===== src/hw/ring_pkg.sv =====
`default_nettype none

package ring_pkg;

	// widths
	localparam int alu_w = 32;  // data and opcode word
	localparam int pc_w = 32;  // pc and memory address
	localparam int stacks = 8;  // stacks per thread
	localparam int stk_w = 3;  // stack index
	localparam int byt_w = 8;  // byte
	localparam int hlf_w = 16;  // half word

	// opcode word fields, bit positions
	localparam int oc_lsb = 0;  // opcode byte
	localparam int sa_lsb = 8;  // stack a index
	localparam int pa_bit = 11;  // pop a
	localparam int sb_lsb = 12;  // stack b index
	localparam int pb_bit = 15;  // pop b
	localparam int im8_lo_lsb = 8;  // stack mask for pop / cls
	localparam int im8_lsb = 16;  // 8 bit immediate
	localparam int im16_lsb = 16;  // 16 bit immediate

	// one 16 value block per class, classes may run into a second block
	// ranges inside a class are contiguous, the decoders use them as such
	typedef enum logic [7:0] {
		// control
		op_nop = 8'h00,
		op_hlt = 8'h01,
		op_pop = 8'h02,  // pop by mask
		op_cls = 8'h03,  // clear by mask
		op_jmp_8 = 8'h04,  // unconditional, im offset
		op_jmp_16 = 8'h05,
		op_jmp_24 = 8'h06,
		op_jmp = 8'h07,  // relative, offset from stack
		op_gto = 8'h08,  // absolute, from stack
		op_irt = 8'h09,  // return from irq
		op_jsb = 8'h0a,  // pushes return pc
		op_gsb = 8'h0b,
		op_pcr = 8'h0c,  // read pc
		// register alu, add/sub order matches as_op_t
		op_add_u = 8'h10,
		op_add_us = 8'h11,
		op_add_su = 8'h12,
		op_add_s = 8'h13,
		op_sub_u = 8'h14,
		op_sub_us = 8'h15,
		op_sub_su = 8'h16,
		op_sub_s = 8'h17,
		op_sbr_u = 8'h18,
		op_sbr_us = 8'h19,
		op_sbr_su = 8'h1a,
		op_sbr_s = 8'h1b,
		op_mul_u = 8'h1c,  // low 2 bits give mul variant
		op_mul_us = 8'h1d,
		op_mul_su = 8'h1e,
		op_mul_s = 8'h1f,
		op_shl_u = 8'h20,  // low 2 bits give shift variant
		op_shl_s = 8'h21,
		op_rol = 8'h22,
		op_pow = 8'h23,
		op_cpy = 8'h24,
		op_not = 8'h25,
		op_and = 8'h26,
		op_orr = 8'h27,
		op_xor = 8'h28,
		// memory and register bus, reads first
		op_mem_r = 8'h30,
		op_mem_rhs = 8'h31,
		op_mem_rhu = 8'h32,
		op_mem_rbs = 8'h33,
		op_mem_rbu = 8'h34,
		op_lit = 8'h35,  // literal follows opcode
		op_lit_hs = 8'h36,
		op_lit_hu = 8'h37,
		op_lit_bs = 8'h38,
		op_lit_bu = 8'h39,
		op_reg_r = 8'h3a,
		op_mem_w = 8'h3b,
		op_mem_wh = 8'h3c,
		op_mem_wb = 8'h3d,
		op_reg_w = 8'h3e,
		// 8 bit immediate, alu ops first
		op_add_8u = 8'h40,
		op_add_8s = 8'h41,
		op_sub_8u = 8'h42,
		op_sub_8s = 8'h43,
		op_mul_8u = 8'h44,
		op_mul_8s = 8'h45,
		op_shl_8u = 8'h46,
		op_shl_8s = 8'h47,
		op_and_8 = 8'h48,
		op_orr_8 = 8'h49,
		op_xor_8 = 8'h4a,
		op_jsb_8 = 8'h4b,
		op_mem_8r = 8'h4c,  // unsigned offset
		op_mem_8w = 8'h4d,
		op_mem_i8r = 8'h4e,  // signed literal offset
		op_mem_i8w = 8'h4f,
		op_reg_8r = 8'h50,  // reg address from im
		op_reg_8w = 8'h51,
		// 16 bit immediate
		op_add_16s = 8'h60,
		op_and_16 = 8'h61,
		op_orr_16 = 8'h62,
		op_xor_16 = 8'h63
	} opcode_t;

	// logical unit
	typedef enum logic [3:0] {
		lg_cpy = 4'd0,
		lg_not = 4'd1,
		lg_and = 4'd2,
		lg_orr = 4'd3,
		lg_xor = 4'd4
	} lg_op_t;

	// add/sub unit, u/s per operand a then b
	typedef enum logic [3:0] {
		as_add_u, as_add_us, as_add_su, as_add_s,
		as_sub_u, as_sub_us, as_sub_su, as_sub_s,
		as_sbr_u, as_sbr_us, as_sbr_su, as_sbr_s  // sbr is b - a
	} as_op_t;

	// mult/shift unit
	typedef enum logic [2:0] {
		ms_mul_u, ms_mul_us, ms_mul_su, ms_mul_s,
		ms_shl_u, ms_shl_s, ms_rol, ms_pow
	} ms_op_t;

	typedef struct packed {
		logic as_sel;  // 1=add/sub result
		logic ms_sel;  // 1=mult/shift result
		logic pc_sel;  // 1=pc result
		lg_op_t lg_op;
		as_op_t as_op;
		ms_op_t ms_op;
	} alu_ctl_t;

	typedef struct packed {
		logic lit;  // address from pc
		logic hlf;
		logic sgn;  // sign extend read
		logic byt;
		logic wr;
	} mem_ctl_t;

	typedef struct packed {
		logic [stacks-1:0] cls;  // per stack clear
		logic [stacks-1:0] pop;  // per stack pop
		logic [stk_w-1:0] sa;
		logic [stk_w-1:0] sb;
		logic pa;  // pop sa
		logic pb;  // pop sb
		logic psh;  // push to sa
	} stk_ctl_t;

endpackage

`default_nettype wire

===== src/hw/hive_op_data.sv =====
`timescale 1ns/1ps
`default_nettype none

module hive_op_data (
	input wire clk_i,  // core clock
	input wire rst_i,  // async, active high
	input wire clt_i,  // clear thread
	input wire irq_i,  // interrupt
	input wire [ring_pkg::alu_w-1:0] oc_i,  // opcode word
	output logic op_er_o,  // 1=illegal opcode
	output logic [ring_pkg::alu_w-1:0] im_alu_o,  // alu immediate
	output logic [ring_pkg::pc_w-1:0] im_mem_o,  // mem immediate
	output ring_pkg::mem_ctl_t mem_ctl_o,
	output logic mem_rd_o,
	output logic reg_rd_o,
	output logic reg_wr_o,
	output logic [ring_pkg::stk_w-1:0] a_sel_o,  // a data selector
	output logic [ring_pkg::stk_w-1:0] b_sel_o,  // b data selector
	output ring_pkg::stk_ctl_t stk_ctl_o,
	output logic imda_o,  // 1=im replaces b data
	output ring_pkg::alu_ctl_t alu_ctl_o
);

	// three decoders see the same word, all register their result once
	op_alu_dec u_alu (
		.clk_i(clk_i),
		.rst_i(rst_i),
		.oc_i(oc_i),
		.clt_i(clt_i),
		.irq_i(irq_i),
		.alu_ctl_o(alu_ctl_o),
		.im_alu_o(im_alu_o),
		.imda_o(imda_o),
		.a_sel_o(a_sel_o),
		.b_sel_o(b_sel_o)
	);

	op_mem_dec u_mem (
		.clk_i(clk_i),
		.rst_i(rst_i),
		.oc_i(oc_i),
		.clt_i(clt_i),  // gates strobes
		.irq_i(irq_i),
		.mem_ctl_o(mem_ctl_o),
		.mem_rd_o(mem_rd_o),
		.reg_rd_o(reg_rd_o),
		.reg_wr_o(reg_wr_o),
		.im_mem_o(im_mem_o)
	);

	op_flow_dec u_flow (
		.clk_i(clk_i),
		.rst_i(rst_i),
		.oc_i(oc_i),
		.clt_i(clt_i),
		.irq_i(irq_i),
		.stk_ctl_o(stk_ctl_o),
		.op_er_o(op_er_o)
	);

endmodule

`default_nettype wire


===== src/hw/op_flow_dec.sv =====
`timescale 1ns/1ps
`default_nettype none

module op_flow_dec (
	input wire clk_i,  // core clock
	input wire rst_i,  // async, active high
	input wire [ring_pkg::alu_w-1:0] oc_i,  // opcode word
	input wire clt_i,  // clear thread
	input wire irq_i,  // interrupt
	output ring_pkg::stk_ctl_t stk_ctl_o,
	output logic op_er_o  // 1=illegal opcode
);

	ring_pkg::opcode_t oc;
	logic [ring_pkg::stk_w-1:0] oc_sa, oc_sb;
	logic oc_pa, oc_pb;
	logic [ring_pkg::byt_w-1:0] oc_im8_lo;  // stack mask
	ring_pkg::stk_ctl_t st;  // next stack control
	logic err;

	assign oc = ring_pkg::opcode_t'(oc_i[ring_pkg::oc_lsb +: ring_pkg::byt_w]);
	assign oc_sa = oc_i[ring_pkg::sa_lsb +: ring_pkg::stk_w];
	assign oc_sb = oc_i[ring_pkg::sb_lsb +: ring_pkg::stk_w];
	assign oc_pa = oc_i[ring_pkg::pa_bit];
	assign oc_pb = oc_i[ring_pkg::pb_bit];
	assign oc_im8_lo = oc_i[ring_pkg::im8_lo_lsb +: ring_pkg::byt_w];

	always_comb begin
		st = '0;  // no clear, pop or push
		st.sa = oc_sa;  // opcode directs
		st.sb = oc_sb;
		st.pa = oc_pa;
		st.pb = oc_pb;
		err = 1'b0;
		if (clt_i) begin
			st.cls = '1;  // wipe every stack
			st.pa = 1'b0;
			st.pb = 1'b0;
		end else if (irq_i) begin
			st.psh = 1'b1;  // pc goes to top stack
			st.sa = ring_pkg::stk_w'(ring_pkg::stacks - 1);
			st.pa = 1'b0;
			st.pb = 1'b0;
		end else begin
			case (oc) inside
				ring_pkg::op_nop, ring_pkg::op_hlt,
				ring_pkg::op_jmp_8, ring_pkg::op_jmp_16, ring_pkg::op_jmp_24 : begin
					st.pa = 1'b0;  // fields hold im bits
					st.pb = 1'b0;
				end
				ring_pkg::op_pop : begin
					st.pop = oc_im8_lo;  // pop by mask
					st.pa = 1'b0;
					st.pb = 1'b0;
				end
				ring_pkg::op_cls : begin
					st.cls = oc_im8_lo;  // clear by mask
					st.pa = 1'b0;
					st.pb = 1'b0;
				end
				ring_pkg::op_jmp, ring_pkg::op_gto, ring_pkg::op_irt : ;  // pops follow word
				ring_pkg::op_jsb, ring_pkg::op_gsb, ring_pkg::op_pcr,
				ring_pkg::op_jsb_8 : st.psh = 1'b1;  // pc pushed
				[ring_pkg::op_add_u : ring_pkg::op_xor],
				[ring_pkg::op_add_8u : ring_pkg::op_xor_8],
				[ring_pkg::op_add_16s : ring_pkg::op_xor_16] : st.psh = 1'b1;  // alu result
				[ring_pkg::op_mem_r : ring_pkg::op_reg_r],
				ring_pkg::op_mem_8r, ring_pkg::op_mem_i8r,
				ring_pkg::op_reg_8r : st.psh = 1'b1;  // read data
				[ring_pkg::op_mem_w : ring_pkg::op_reg_w],
				ring_pkg::op_mem_8w, ring_pkg::op_mem_i8w,
				ring_pkg::op_reg_8w : ;  // writes only consume
				default : err = 1'b1;  // unnamed byte
			endcase
		end
	end

	always_ff @(posedge clk_i or posedge rst_i) begin
		if (rst_i) begin
			stk_ctl_o <= '0;
			op_er_o <= 1'b0;
		end else begin
			stk_ctl_o <= st;
			op_er_o <= err;
		end
	end

endmodule

`default_nettype wire


===== src/hw/op_mem_dec.sv =====
`timescale 1ns/1ps
`default_nettype none

module op_mem_dec (
	input wire clk_i,  // core clock
	input wire rst_i,  // async, active high
	input wire [ring_pkg::alu_w-1:0] oc_i,  // opcode word
	input wire clt_i,  // clear thread
	input wire irq_i,  // interrupt
	output ring_pkg::mem_ctl_t mem_ctl_o,
	output logic mem_rd_o,  // 1=mem read
	output logic reg_rd_o,  // 1=reg bus read
	output logic reg_wr_o,  // 1=reg bus write
	output logic [ring_pkg::pc_w-1:0] im_mem_o  // address offset
);

	ring_pkg::opcode_t oc;
	logic [ring_pkg::byt_w-1:0] oc_im8;
	logic [ring_pkg::pc_w-1:0] im8_zx, im8_sx;
	ring_pkg::mem_ctl_t ctl;  // next mem control
	logic rd, rrd, rwr;  // next strobes
	logic [ring_pkg::pc_w-1:0] im;

	assign oc = ring_pkg::opcode_t'(oc_i[ring_pkg::oc_lsb +: ring_pkg::byt_w]);
	assign oc_im8 = oc_i[ring_pkg::im8_lsb +: ring_pkg::byt_w];
	assign im8_zx = {{(ring_pkg::pc_w - ring_pkg::byt_w){1'b0}}, oc_im8};
	assign im8_sx = {{(ring_pkg::pc_w - ring_pkg::byt_w){oc_im8[ring_pkg::byt_w-1]}}, oc_im8};

	always_comb begin
		ctl = '0;  // word access, no lit
		rd = 1'b0;
		rrd = 1'b0;
		rwr = 1'b0;
		im = '0;
		// the opcode of a cleared or interrupted thread must not touch memory
		if (!(clt_i || irq_i)) begin
			ctl.wr = oc inside {[ring_pkg::op_mem_w : ring_pkg::op_mem_wb],
				ring_pkg::op_mem_8w, ring_pkg::op_mem_i8w};
			ctl.hlf = oc inside {ring_pkg::op_mem_wh, ring_pkg::op_mem_rhs,
				ring_pkg::op_mem_rhu, ring_pkg::op_lit_hs, ring_pkg::op_lit_hu};
			ctl.byt = oc inside {ring_pkg::op_mem_wb, ring_pkg::op_mem_rbs,
				ring_pkg::op_mem_rbu, ring_pkg::op_lit_bs, ring_pkg::op_lit_bu};
			ctl.sgn = oc inside {ring_pkg::op_mem_rhs, ring_pkg::op_mem_rbs,
				ring_pkg::op_lit_hs, ring_pkg::op_lit_bs};
			ctl.lit = oc inside {[ring_pkg::op_lit : ring_pkg::op_lit_bu],
				ring_pkg::op_mem_i8r, ring_pkg::op_mem_i8w};  // pc relative
			rd = oc inside {[ring_pkg::op_mem_r : ring_pkg::op_lit_bu],
				ring_pkg::op_mem_8r, ring_pkg::op_mem_i8r};
			rrd = oc inside {ring_pkg::op_reg_r, ring_pkg::op_reg_8r};
			rwr = oc inside {ring_pkg::op_reg_w, ring_pkg::op_reg_8w};
			if (oc inside {ring_pkg::op_mem_8r, ring_pkg::op_mem_8w}) begin
				im = im8_zx;  // unsigned offset
			end else if (oc inside {ring_pkg::op_mem_i8r, ring_pkg::op_mem_i8w}) begin
				im = im8_sx;  // signed offset from pc
			end
		end
	end

	always_ff @(posedge clk_i or posedge rst_i) begin
		if (rst_i) begin
			mem_ctl_o <= '0;
			mem_rd_o <= 1'b0;
			reg_rd_o <= 1'b0;
			reg_wr_o <= 1'b0;
			im_mem_o <= '0;
		end else begin
			mem_ctl_o <= ctl;
			mem_rd_o <= rd;
			reg_rd_o <= rrd;
			reg_wr_o <= rwr;
			im_mem_o <= im;
		end
	end

endmodule

`default_nettype wire


===== src/hw/op_alu_dec.sv =====
`timescale 1ns/1ps
`default_nettype none

module op_alu_dec (
	input wire clk_i,  // core clock
	input wire rst_i,  // async, active high
	input wire [ring_pkg::alu_w-1:0] oc_i,  // opcode word
	input wire clt_i,  // clear thread
	input wire irq_i,  // interrupt
	output ring_pkg::alu_ctl_t alu_ctl_o,
	output logic [ring_pkg::alu_w-1:0] im_alu_o,  // alu immediate
	output logic imda_o,  // 1=im replaces b data
	output logic [ring_pkg::stk_w-1:0] a_sel_o,  // a data selector
	output logic [ring_pkg::stk_w-1:0] b_sel_o  // b data selector
);

	ring_pkg::opcode_t oc;
	logic [ring_pkg::stk_w-1:0] oc_sa, oc_sb;
	logic [ring_pkg::byt_w-1:0] oc_im8;
	logic [ring_pkg::hlf_w-1:0] oc_im16;
	logic [ring_pkg::alu_w-1:0] im8_sx, im16_sx;  // sign extended immediates
	ring_pkg::alu_ctl_t ctl;  // next alu control
	logic imm8, imm16;  // immediate alu forms
	logic imreg;  // register bus im address

	assign oc = ring_pkg::opcode_t'(oc_i[ring_pkg::oc_lsb +: ring_pkg::byt_w]);
	assign oc_sa = oc_i[ring_pkg::sa_lsb +: ring_pkg::stk_w];
	assign oc_sb = oc_i[ring_pkg::sb_lsb +: ring_pkg::stk_w];
	assign oc_im8 = oc_i[ring_pkg::im8_lsb +: ring_pkg::byt_w];
	assign oc_im16 = oc_i[ring_pkg::im16_lsb +: ring_pkg::hlf_w];
	assign im8_sx = {{(ring_pkg::alu_w - ring_pkg::byt_w){oc_im8[ring_pkg::byt_w-1]}}, oc_im8};
	assign im16_sx = {{(ring_pkg::alu_w - ring_pkg::hlf_w){oc_im16[ring_pkg::hlf_w-1]}}, oc_im16};

	always_comb begin
		ctl = '0;  // logical path, cpy
		imm8 = 1'b0;
		imm16 = 1'b0;
		imreg = 1'b0;
		if (!clt_i && irq_i) begin
			ctl.pc_sel = 1'b1;  // irq pushes pc
		end else if (!clt_i) begin
			imm8 = oc inside {[ring_pkg::op_add_8u : ring_pkg::op_xor_8]};
			imm16 = oc inside {[ring_pkg::op_add_16s : ring_pkg::op_xor_16]};
			imreg = oc inside {ring_pkg::op_reg_8r, ring_pkg::op_reg_8w};
			case (oc)
				ring_pkg::op_add_u, ring_pkg::op_add_us, ring_pkg::op_add_su, ring_pkg::op_add_s,
				ring_pkg::op_sub_u, ring_pkg::op_sub_us, ring_pkg::op_sub_su, ring_pkg::op_sub_s,
				ring_pkg::op_sbr_u, ring_pkg::op_sbr_us, ring_pkg::op_sbr_su,
				ring_pkg::op_sbr_s : begin
					ctl.as_sel = 1'b1;
					ctl.as_op = ring_pkg::as_op_t'(oc_i[ring_pkg::oc_lsb +: 4]);  // low nibble
				end
				ring_pkg::op_mul_u, ring_pkg::op_mul_us, ring_pkg::op_mul_su,
				ring_pkg::op_mul_s : begin
					ctl.ms_sel = 1'b1;
					ctl.ms_op = ring_pkg::ms_op_t'({1'b0, oc_i[ring_pkg::oc_lsb +: 2]});
				end
				ring_pkg::op_shl_u, ring_pkg::op_shl_s, ring_pkg::op_rol, ring_pkg::op_pow : begin
					ctl.ms_sel = 1'b1;
					ctl.ms_op = ring_pkg::ms_op_t'({1'b1, oc_i[ring_pkg::oc_lsb +: 2]});
				end
				ring_pkg::op_cpy : ctl.lg_op = ring_pkg::lg_cpy;
				ring_pkg::op_not : ctl.lg_op = ring_pkg::lg_not;
				ring_pkg::op_and, ring_pkg::op_and_8, ring_pkg::op_and_16 : ctl.lg_op = ring_pkg::lg_and;
				ring_pkg::op_orr, ring_pkg::op_orr_8, ring_pkg::op_orr_16 : ctl.lg_op = ring_pkg::lg_orr;
				ring_pkg::op_xor, ring_pkg::op_xor_8, ring_pkg::op_xor_16 : ctl.lg_op = ring_pkg::lg_xor;
				ring_pkg::op_add_8u : begin
					ctl.as_sel = 1'b1;
					ctl.as_op = ring_pkg::as_add_u;
				end
				ring_pkg::op_add_8s, ring_pkg::op_add_16s : begin
					ctl.as_sel = 1'b1;
					ctl.as_op = ring_pkg::as_add_s;
				end
				ring_pkg::op_sub_8u : begin
					ctl.as_sel = 1'b1;
					ctl.as_op = ring_pkg::as_sub_u;
				end
				ring_pkg::op_sub_8s : begin
					ctl.as_sel = 1'b1;
					ctl.as_op = ring_pkg::as_sub_s;
				end
				ring_pkg::op_mul_8u : begin
					ctl.ms_sel = 1'b1;
					ctl.ms_op = ring_pkg::ms_mul_u;
				end
				ring_pkg::op_mul_8s : begin
					ctl.ms_sel = 1'b1;
					ctl.ms_op = ring_pkg::ms_mul_s;
				end
				ring_pkg::op_shl_8u : begin
					ctl.ms_sel = 1'b1;
					ctl.ms_op = ring_pkg::ms_shl_u;
				end
				ring_pkg::op_shl_8s : begin
					ctl.ms_sel = 1'b1;
					ctl.ms_op = ring_pkg::ms_shl_s;
				end
				ring_pkg::op_jsb, ring_pkg::op_gsb, ring_pkg::op_pcr,
				ring_pkg::op_jsb_8 : ctl.pc_sel = 1'b1;  // return pc to stack
				default : ;  // alu idle for mem, flow and bad ops
			endcase
		end
	end

	always_ff @(posedge clk_i or posedge rst_i) begin
		if (rst_i) begin
			alu_ctl_o <= '0;
			im_alu_o <= '0;
			imda_o <= 1'b0;
			a_sel_o <= '0;
			b_sel_o <= '0;
		end else begin
			alu_ctl_o <= ctl;
			im_alu_o <= imm16 ? im16_sx : im8_sx;  // im8 unless 16 bit form
			imda_o <= imm8 | imm16 | imreg;  // im => b
			a_sel_o <= (imm8 | imm16) ? oc_sb : oc_sa;  // b => a for im alu
			b_sel_o <= oc_sb;
		end
	end

endmodule

`default_nettype wire


===== config.mk =====
export PLATFORM = sky130hd
export DESIGN_NAME = hive_op_data
export DESIGN_NICKNAME = d
export VERILOG_FILES = /design/src/hw/ring_pkg.sv /design/src/hw/hive_op_data.sv /design/src/hw/op_flow_dec.sv /design/src/hw/op_mem_dec.sv /design/src/hw/op_alu_dec.sv
export SDC_FILE = /design/constraint.sdc
export NUM_CORES = 1
export LEC_CHECK = 0
export ABC_AREA = 1
export BUFFER_PORTS_ARGS = -buffer_cell sky130_fd_sc_hd__buf_2
export CAP_MARGIN = 20
export CORE_MARGIN = 4
export CORE_UTILIZATION = 34
export DETAILED_ROUTE_END_ITERATION = 16
export PLACE_DENSITY = 0.61
export SLEW_MARGIN = 20
export SYNTH_ARGS = -nofsm -noshare
export SYNTH_HDL_FRONTEND = slang
export SYNTH_SLANG_ARGS = --single-unit

===== constraint.sdc =====
create_clock -name clk_i -period 4.1 [get_ports clk_i]
set_input_delay 0.615 -clock clk_i [delete_from_list [all_inputs] [get_ports clk_i]]
set_output_delay 0.615 -clock clk_i [all_outputs]
set_load 0.05 [all_outputs]

==> impl_metrics.json <==
{
  "run_status": "finished clean",
  "slew_violations": 0,
  "grtUsageTotal": 0.1541,
  "synthTopCellsByArea": "dfrtp_1, buf_4, nand2_1, nor2_1, inv_1",
  "tns_ns": 0,
  "clock_path_buffers": 2,
  "yosys.area.top_type": "dfrtp_1",
  "viasPerCell": 4.491,
  "rows": 36,
  "crit_family": "flip-flops",
  "maxCapViolCount": 0,
  "gp_congestion": 0.9339,
  "num_vias": 2883,
  "syn_inst": 388,
  "synth_flop_cell": "dfrtp_1",
  "io_pins": 155,
  "synthesis.nets": 424,
  "period_needed_ns": 1.954,
  "critPathSlowestCell": "dfrtp_1",
  "fin_nets": 540,
  "ant_nets": 0,
  "grt_pass1_vias": 2732,
  "syn_area_sq_um": 3495,
  "synth_seq_area_share": 0.5442,
  "ir_drop_v": 0.0001311,
  "cp_num_buf_inv": 1,
  "drt_iter0_markers": 219,
  "initial_utilization": 0.3527,
  "synth-seq-cells": 76,
  "cts_tree": "built",
  "grt_pass1_wl_um": 14030,
  "dp_hpwl_um": 6875,
  "crit_chain": "buf_2",
  "numPortBuffers": 153,
  "design.core.area_sq_um": 9910,
  "synth.distinct_cells": 29,
  "drt-pass1-iter-count": 4,
  "finalPower_uw": 1624,
  "dieArea_sq_um": 11960,
  "post_cts_resized": 0,
  "diodes": 0,
  "die_h_um": 109.4,
  "dieWidth_um": 109.4,
  "crit_path_end_kind": "primary output",
  "synth_enable_flop_cells": 0,
  "crit_type": "reg2out",
  "nFillCells": 1015,
  "arrival_ns": 1.34,
  "rsz0062_at_grt": "false",
  "numCtsBuffers": 9,
  "powerDensity_nw_per_um2": 381.1,
  "synth_top_area_share": 0.5442,
  "p_leak_uw": 0.002339,
  "slowest_delay_ns": 0.63,
  "ys_warn_count": 0,
  "async_flop_share": 1.000,
  "finalSetupViolations": 0,
  "max_slew_margin": 0.3823,
  "syn_avg_cell_area_sq_um": 9.007,
  "overflow": 0,
  "min_path_type": "in2reg",
  "post_drt_wl_per_cell_um": 14.11,
  "clock.fmax_ghz": 0.5117,
  "clk_pin_slew_worst_paths_ns": 0.08,
  "cts_root_buffer": "clkbuf_8",
  "drc": 0,
  "finalWirelength_um": 9056,
  "cp.required_ns": 3.48,
  "holdBufCountCts": 0,
  "htreeDepth": 3,
  "startpoint_type": "flip-flop",
  "fin_crit_sh": 0.4766,
  "drive_gt1_frac": 0.4028,
  "finalHoldViolCount": 0,
  "crit_fanout": 24,
  "mostFrequentLayoutCells": "buf_2, dfrtp_1, nand2_1",
  "clock-sinks": 76,
  "post_cts_buffers": 0,
  "grt_max_degree": 47,
  "antenna_found_initial": 0,
  "final_common_cell": "buf_2",
  "area_growth_pct": 21.95,
  "max_slew.worst_pin.slew_ns": 0.9252
}
worst paths after layout:
| path | from | to | slack (ns) | cells past startpoint |
|---|---|---|---|---|
| worst min-delay path | oc_i[13] | u_flow.stk_ctl_o[4]$_DFF_PP0_ | 0.37 | 1 |
| worst max-delay path | u_mem.im_mem_o[30]$_DFF_PP0_ | im_mem_o[13] | 2.15 | 1 |
| min in group asynchronous | rst_i | u_mem.mem_ctl_o[0]$_DFF_PP0_ | 0.46 | 2 |
| max in group asynchronous | rst_i | u_flow.stk_ctl_o[7]$_DFF_PP0_ | 2.70 | 3 |
state kept, by name, summed over array words and instances, names as in the netlist:
signal,cells
u_alu.a_sel_o,3
u_alu.alu_ctl_o,13
u_alu.im_alu_o,16
u_alu.imda_o,1
u_flow.op_er_o,1
u_flow.stk_ctl_o,25
u_mem.im_mem_o,9
u_mem.mem_ctl_o,5
u_mem.mem_rd_o,1
u_mem.reg_rd_o,1
u_mem.reg_wr_o,1
per-stage QoR:
stage	hold slack (ns)	utilization	area, sq um	setup slack, ns	cells
final	0.3740	0.4301	4262	2.146	642
after global routing	0.3515	0.4301	4262	1.950	642
after CTS	0.3544	0.4301	4262	2.090	642
after detailed placement	0.7408	0.4111	4074	1.957	626
after global placement	0.7382	0.4111	4074	1.980	626
after floorplan	0.6464	-	3495	1.547	388
kinds of logic (layout without fill, tap and decap cells):
kind of cell / Yosys count / count (layout) / share of synthesized area
and+or+nand+nor: 175 / 175 / 0.2302
other: 1 / 1 / 0.001073
buffers and inverters: 91 / 212 / 0.1482
DFF: 76 / 76 / 0.5442
AOI/OAI and AO/OA: 45 / 45 / 0.07626
report_power, final:
| part | switching [uW] | internal, uW | leakage, uW |
|---|---|---|---|
| combinational | 244 | 60.4 | 0.00126 |
| clock | 270 | 270 | 0.0000998 |
| sequential | 7.47 | 772 | 0.000979 |
Yosys cell counts, types with 2 or more instances:
| cell | count |
|---|---|
| dfrtp_1 | 76 |
| nand2_1 | 69 |
| nor2_1 | 51 |
| buf_4 | 44 |
| inv_1 | 31 |
| nor3_1 | 16 |
| o21ai_1 | 13 |
| a21oi_1 | 11 |
| inv_2 | 10 |
| nand3_1 | 10 |
| o31ai_1 | 10 |
| nor2_2 | 9 |
| nand2_2 | 8 |
| a31oi_1 | 6 |
| nand4_1 | 4 |
| nor2_4 | 4 |
| buf_2 | 3 |
| o21ai_0 | 2 |
final cells by class:
| type | count | area [sq um] | area share |
|---|---|---|---|
| flip-flops and latches | 76 | 1902 | 0.4463 |
| multi-input cells | 221 | 1075 | 0.2522 |
| repair buffers | 154 | 773.2 | 0.1814 |
| clock buffers | 13 | 168.9 | 0.03964 |
| well taps | 133 | 166.4 | 0.03905 |
| inverters | 42 | 157.7 | 0.03699 |
| clock inverters | 3 | 18.77 | 0.004404 |
metal layers:
layer / global-route usage / wire [um] / share of wire / vias up
met5: 0 / 0 / 0 / -
met3: 0.03876 / 736 / 0.081 / 16
li1: - / - / - / 1419
met2: 0.2415 / 4171 / 0.46 / 130
met1: 0.2070 / 3990 / 0.44 / 1318
met4: 0.05521 / 158 / 0.017 / 0
Power figures use the tool's default switching activity.
